<file path="config.mk">
export PLATFORM = sky130hd
export DESIGN_NAME = uartTxArray
export DESIGN_NICKNAME = d
export VERILOG_FILES = /design/src/uartPkg.sv /design/src/txDispatcher.sv /design/src/txDoneCollector.sv /design/src/uartTxArray.sv /design/src/uartTxLane.sv
export VERILOG_INCLUDE_DIRS = /design/src
export SDC_FILE = /design/constraint.sdc
export NUM_CORES = 1
export LEC_CHECK = 0
export BUFFER_PORTS_ARGS = -buffer_cell sky130_fd_sc_hd__buf_4
export CAP_MARGIN = 10
export CORE_MARGIN = 5
export CORE_UTILIZATION = 37
export CTS_CLUSTER_SIZE = 25
export DETAILED_ROUTE_END_ITERATION = 7
export PLACE_DENSITY = 0.55
export SYNTH_ARGS = -nofsm -noshare
export SYNTH_HDL_FRONTEND = slang
export SYNTH_SLANG_ARGS = --single-unit
</file>
<file path="constraint.sdc">
create_clock -name clk -period 2.57 [get_ports clk]
set_input_delay 0.257 -clock clk [delete_from_list [all_inputs] [get_ports clk]]
set_output_delay 0.257 -clock clk [all_outputs]
set_load 0.01 [all_outputs]
</file>
<file path="src/uart_defs.svh">
`ifndef UART_DEFS_SVH
`define UART_DEFS_SVH

// ################################################
// Array geometry.
// ################################################

// Number of independent transmit lanes.
`define NUM_LANES 4

// Width of a lane index, log2 of the lane count.
`define LANE_ID_BITS 2

// ################################################
// Serial framing.
// ################################################

// Clock cycles per serial bit.
`define CLKS_PER_BIT 8

// Bits per character.
`define DATA_BITS 8

`endif

</file>
<file path="src/uartPkg.sv">
`default_nettype none

`include "uart_defs.svh"

package uartPkg;

    typedef logic [`DATA_BITS-1:0] byteT;
    typedef logic [`LANE_ID_BITS-1:0] laneIdT;
    typedef logic [`NUM_LANES-1:0] laneMaskT;

    // Holds values up to CLKS_PER_BIT.
    typedef logic [$clog2(`CLKS_PER_BIT + 1)-1:0] bitCntT;

    typedef struct packed {
        laneIdT laneId;
        byteT   data;
    } txReqT;

    typedef struct packed {
        laneIdT laneId;
    } txDoneT;

    typedef enum logic [2:0] {
        Idle,
        Start,
        Data,
        Stop,
        Recover
    } txStateT;

endpackage

`default_nettype wire

</file>
<file path="src/txDispatcher.sv">
`default_nettype none

module txDispatcher (
    input  logic              clk,
    input  logic              arstN,
    input  logic              reqValid,
    input  uartPkg::txReqT    req,
    input  uartPkg::laneMaskT laneReady,
    output uartPkg::laneMaskT laneStart,
    output uartPkg::byteT     laneData,
    output logic              reject
);
    import uartPkg::*;

    laneMaskT reqSel;
    laneMaskT laneFree;
    logic     accept;

    // One-hot select of the addressed lane.
    assign reqSel = laneMaskT'(1) << req.laneId;

    // A lane started last cycle still shows ready for one more cycle.
    assign laneFree = laneReady & ~laneStart;
    assign accept = |(reqSel & laneFree);

    // ################################################
    // Start and reject pulses.
    // ################################################

    always_ff @(posedge clk or negedge arstN) begin
        if (!arstN) begin
            laneStart <= '0;
            reject <= 1'b0;
        end else begin
            if (reqValid && accept) begin
                laneStart <= reqSel;
            end else begin
                laneStart <= '0;
            end
            reject <= reqValid && !accept;
        end
    end

    // Shared data byte, valid alongside the start pulse.
    always_ff @(posedge clk) begin
        if (reqValid) begin
            laneData <= req.data;
        end
    end

endmodule

`default_nettype wire

</file>
<file path="src/txDoneCollector.sv">
`default_nettype none

`include "uart_defs.svh"

module txDoneCollector (
    input  logic              clk,
    input  logic              arstN,
    input  uartPkg::laneMaskT laneDone,
    output logic              doneValid,
    output uartPkg::txDoneT   done
);
    import uartPkg::*;

    laneMaskT pending;
    laneMaskT merged;
    laneMaskT pickMask;
    laneIdT   pickId;

    assign merged = pending | laneDone;

    // Lowest set bit wins.
    always_comb begin
        pickId = '0;
        for (int i = `NUM_LANES - 1; i >= 0; i--) begin
            if (merged[i]) begin
                pickId = laneIdT'(i);
            end
        end
    end

    assign pickMask = (|merged) ? (laneMaskT'(1) << pickId) : '0;

    // ################################################
    // Pending mask and completion output.
    // ################################################

    always_ff @(posedge clk or negedge arstN) begin
        if (!arstN) begin
            pending <= '0;
            doneValid <= 1'b0;
        end else begin
            pending <= merged & ~pickMask;
            doneValid <= |merged;
        end
    end

    always_ff @(posedge clk) begin
        done.laneId <= pickId;
    end

endmodule

`default_nettype wire

</file>
<file path="src/uartTxArray.sv">
`default_nettype none

`include "uart_defs.svh"

module uartTxArray (
    input  logic              clk,
    input  logic              arstN,
    input  logic              reqValid,
    input  uartPkg::txReqT    req,
    output uartPkg::laneMaskT txd,
    output uartPkg::laneMaskT busy,
    output logic              reject,
    output logic              doneValid,
    output uartPkg::txDoneT   done
);
    import uartPkg::*;

    laneMaskT laneStart;
    laneMaskT laneReady;
    laneMaskT laneDone;
    byteT     laneData;

    assign busy = ~laneReady;

    txDispatcher dispatcher (
        .clk       (clk),
        .arstN     (arstN),
        .reqValid  (reqValid),
        .req       (req),
        .laneReady (laneReady),
        .laneStart (laneStart),
        .laneData  (laneData),
        .reject    (reject)
    );

    // ################################################
    // Transmit lanes.
    // ################################################

    for (genvar i = 0; i < `NUM_LANES; i++) begin : genLane
        uartTxLane lane (
            .clk   (clk),
            .arstN (arstN),
            .start (laneStart[i]),
            .data  (laneData),
            .txd   (txd[i]),
            .ready (laneReady[i]),
            .done  (laneDone[i])
        );
    end

    txDoneCollector collector (
        .clk       (clk),
        .arstN     (arstN),
        .laneDone  (laneDone),
        .doneValid (doneValid),
        .done      (done)
    );

endmodule

`default_nettype wire

</file>
<file path="src/uartTxLane.sv">
`default_nettype none

`include "uart_defs.svh"

module uartTxLane (
    input  logic          clk,
    input  logic          arstN,
    input  logic          start,
    input  uartPkg::byteT data,
    output logic          txd,
    output logic          ready,
    output logic          done
);
    import uartPkg::*;

    localparam int bitIdxW = $clog2(`DATA_BITS);
    localparam logic [bitIdxW-1:0] lastBit = bitIdxW'(`DATA_BITS - 1);

    txStateT            state;
    bitCntT             cycleCnt;
    logic [bitIdxW-1:0] bitIdx;
    byteT               shiftReg;
    logic               bitEnd;

    // Last cycle of the current bit period.
    assign bitEnd = (cycleCnt == bitCntT'(`CLKS_PER_BIT - 1));

    assign ready = (state == Idle);
    assign done = (state == Recover);

    // ################################################
    // Frame state machine.
    // ################################################

    always_ff @(posedge clk or negedge arstN) begin
        if (!arstN) begin
            state <= Idle;
            txd <= 1'b1;
            cycleCnt <= '0;
            bitIdx <= '0;
        end else begin
            case (state)
                Idle: begin
                    if (start) begin
                        // Start bit goes out on the next cycle.
                        state <= Start;
                        txd <= 1'b0;
                        cycleCnt <= '0;
                    end
                end
                Start: begin
                    if (bitEnd) begin
                        state <= Data;
                        txd <= shiftReg[0];
                        bitIdx <= '0;
                        cycleCnt <= '0;
                    end else begin
                        cycleCnt <= cycleCnt + 1'b1;
                    end
                end
                Data: begin
                    if (bitEnd) begin
                        cycleCnt <= '0;
                        if (bitIdx == lastBit) begin
                            state <= Stop;
                            txd <= 1'b1;
                        end else begin
                            bitIdx <= bitIdx + 1'b1;
                            txd <= shiftReg[1];
                        end
                    end else begin
                        cycleCnt <= cycleCnt + 1'b1;
                    end
                end
                Stop: begin
                    if (bitEnd) begin
                        state <= Recover;
                        cycleCnt <= '0;
                    end else begin
                        cycleCnt <= cycleCnt + 1'b1;
                    end
                end
                Recover: begin
                    state <= Idle;
                end
                default: begin
                    state <= Idle;
                    txd <= 1'b1;
                end
            endcase
        end
    end

    // Data shifter, LSB first.
    always_ff @(posedge clk) begin
        if (state == Idle && start) begin
            shiftReg <= data;
        end else if (state == Data && bitEnd) begin
            shiftReg <= shiftReg >> 1;
        end
    end

endmodule

`default_nettype wire

</file>
==> summary.md <==
| Metric | Value |
|---|---|
| Status | complete, but fails checks |
| Failing checks | negative hold slack |
| Vias in the first global route | 2,964 |
| Initial antenna violation count | 0 |
| Max clock buf depth | 2 |
| Syn Area/Cell | ~12 sq um |
| CP delay by family, top | flip-flops |
| Power per standard cell area | ~930 nW/um^2 |
| Switching Fraction | between 30% and 40% |
| Root buf cell | clkbuf_16 |
| Sequential power share | between 40 and 50% |
| Clk Latency, worst-skew pair | 330 ps |
| DRC | 0 |
| CTS tree | done |
| HP Class | primary input to async pin |
| Max Cap Viol | 0 |
| Worst setup SP type | register |
| Total Routed Length | about 9000 um |
| Slowest stage delay, CP | ~520 ps |
| Die area | around 15,000 sq um |
| Comb pwr share | 28.3% |
| Hold WS | -25.8 ps |
| Max Slew Vio Count | 0 |
| Vias/cell | slightly above 5 |
| DRC violation total after the first TritonRoute iteration | 192 |
| Antenna Nets Post-Route | 0 |
| Unrepaired setup endpoints after global routing | false |
| Post-synthesis sequential area ratio | 56.0% |
| Row cnt | between 40 and 50 |
| Gpl congestion | approximately 0.77 |
| Synth area leader | dfrtp_1 |
| Global-route wire length before repair | ~15,000 um |
| Post_cts resized | 0 |
| Final period utilization | between 70 and 80% |
| Gate Count Post-Synth | slightly below 400 |
| First-pass DRT Iterations | 4 |
| Crit path max fanout | 11 |
| Post-DP HPWL | about 6100 um |
| Hold_buf cts | 0 |
| Final Hold Viols | 26 |
| Clock-pin transition on the worst setup and hold timing paths | 70 ps |
| Syn Nets | 417 |
| Initial Util | approximately 37% |
| Buffer count from post-CTS setup fixing | 0 |
| Yosys top cell area share | between 20% and 30% |
| Slew Limit Headroom | 51.6% |
| FMAX | around 500 MHz |
| CTS buffer count | 9 |
| DR WL/cell | 15.2 um |
| Netlist cell types | 57 |
| Required time worst endpoint | roughly 2500 ps |
| Final setup TNS | 0 ps |
| Slew @ Worst Pin | 726 ps |
| Post-synth EDFFs | 40 |
| Slowest-stage cell, CP | dfrtp_1 |
| Number of setup violations in the final report | 0 |
| Post-synthesis register bit count | 96 |
| Port bufs | 24 |
| Filler instances | roughly 1,200 |
| Crit path cell chain | inv_1, and3_1, o21bai_1 |
| Number of antenna diodes | 0 |
| Layout cells sized above 1 | 22.9% |
| Core Area | about 12,000 sq um |
| Largest net degree at the start of global routing | 55 |
| Sw Pwr | about 1.6 mW |
| Internal Dissipation | roughly 3.3 mW |
| VDD IR max | slightly above 0.4 mV |
| Horiz. Die Dim | between 100 and 150 um |
| Async SR Flop Fraction | a little under three fifths |
| Clk sinks | 96 |
| All-layer global routing usage | ~13% |
| Leak | between 2 and 2.5 nW |
| Setup CP Type | register to register |
| WP buf/inv | 1 |
| Vias | roughly 3,000 |
| Final Worst Setup Slack | 624 ps |
| Layout Nets | between 400 and 500 |
| Worst Skew | 9.05 ps |
| Area contributors post-synth | dfrtp_1, edfxtp_1, mux2_2, ha_1, nor2_1 |
| Crit. End Element | register |
| Crit path DAT | approximately 1900 ps |
| Commonest non-fill, non-tap cells in the layout | dfrtp_1, edfxtp_1, mux2_2 |
| Tmin final | slightly below 2000 ps |
| Synth Flop Type | dfrtp_1 |
| Area grow syn2layout | 13.4% |
| Io pins | 25 |
| Pre-CTS WS | between 600 and 700 ps |
| Most common cell after layout, fill and taps aside | dfrtp_1 |
| # H-tree levels | 3 |
| GRT overflow | 0 |
| Yosys warnings | 0 |
| Die Y | 122 um |
| Post-Synthesis Cell Area | around 4600 sq um |
| Clk pwr share | about a quarter |
[stage by stage]
stage	instances	power (mW)	utilization, %	instance area (sq um)	hold slack, ps
2_1_floorplan	392	3.29	-	4640	-38.6
3_3_place_gp	576	3.65	40.0	4990	371
3_5_place_dp	576	3.70	40.0	4990	363
4_1_cts	592	4.96	42.2	5260	7.52
5_1_grt	592	5.24	42.2	5260	36.8
6_report	592	4.90	42.2	5260	-25.8
[cell type report]
type                    count  area (sq um)  area share (%)
well taps                 172           215            4.09
flip-flops and latches     96          2600            49.4
clock inverters             5          32.5           0.618
repair buffers             31           233            4.42
multi-input cells         266          1900            36.1
clock buffers              11           243            4.61
inverters                  11          41.3           0.785
[Yosys cell counts (all sizes together) (3+ instances only)]
cell type / count
dfrtp: 50
edfxtp: 40
mux2: 37
nor2: 33
nand2: 27
a21oi: 20
nor3: 15
o21ai: 13
ha: 12
buf: 11
inv: 11
a22o: 9
and3: 8
clkbuf: 8
and2: 7
nand3: 6
mux2i: 5
nand2b: 5
nand3b: 5
nor2b: 5
or3: 5
a211oi: 4
dfstp: 4
o31ai: 4
o41ai: 4
a21boi: 3
and3b: 3
and4b: 3
nor3b: 3
nor4: 3
[worst reg2reg max path, stage by stage, from the launching register on]
cell,delay [ps]
dfrtp_1,520
inv_1,230
and3_1,420
o21bai_1,400
[final timing paths]
path / cells after the start / startpoint / to / slack [ps]
worst min-delay path: 1 / arstN / genLane[3].lane.bitIdx[1]$_DFFE_PN0P_ / -30
worst min register to register: 2 / collector.pending[3]$_DFF_PN0_ / collector.doneValid$_DFF_PN0_ / 480
max in group asynchronous: 1 / arstN / dispatcher.laneStart[0]$_DFF_PN0_ / 2100
worst max register to register: 3 / genLane[0].lane.state[2]$_DFFE_PN0P_ / genLane[0].lane.shiftReg[6]$_DFFE_PP_ / 620
min in group clk: 1 / req[7] / dispatcher.laneData[7]$_DFFE_PP_ / 100
worst max-delay path: 3 / genLane[0].lane.state[2]$_DFFE_PN0P_ / genLane[0].lane.shiftReg[6]$_DFFE_PP_ / 620
[flip-flops by register name, summed over array words and instances (netlist names)]
name                   count
genLane.lane.shiftReg     32
genLane.lane.cycleCnt     16
genLane.lane.bitIdx       12
genLane.lane.state        12
dispatcher.laneData        8
collector.pending          4
dispatcher.laneStart       4
genLane.lane.txd           4
collector.done             2
collector.doneValid        1
dispatcher.reject          1
[kinds of logic after synthesis]
| group | count (synthesis) | share of synthesized area [%] |
|---|---|---|
| compound gates | 74 | 10.8 |
| xor+xnor | 4 | 0.755 |
| fa+ha+maj | 12 | 3.24 |
| buf+inv | 30 | 3.07 |
| flops | 96 | 56.0 |
| mux | 42 | 10.1 |
| other cells | 1 | 0.0808 |
| simple gates | 133 | 16.1 |
[power groups by stage]
stage	clock [mW]	sequential [mW]	combinational (mW)
after floorplan	0	2.13	1.17
after global placement	0	2.28	1.37
after detailed placement	0	2.29	1.40
after CTS	1.29	2.26	1.41
after global routing	1.34	2.31	1.58
final	1.25	2.26	1.39
[routing by layer]
layer / part of all wire [%] / GRT usage (%)
met4: 1.1 / 3.57
met2: 47 / 20.9
met3: 3.0 / 3.11
met5: 0 / 0
met1: 48 / 16.7
Power figures use the tool's default switching activity.
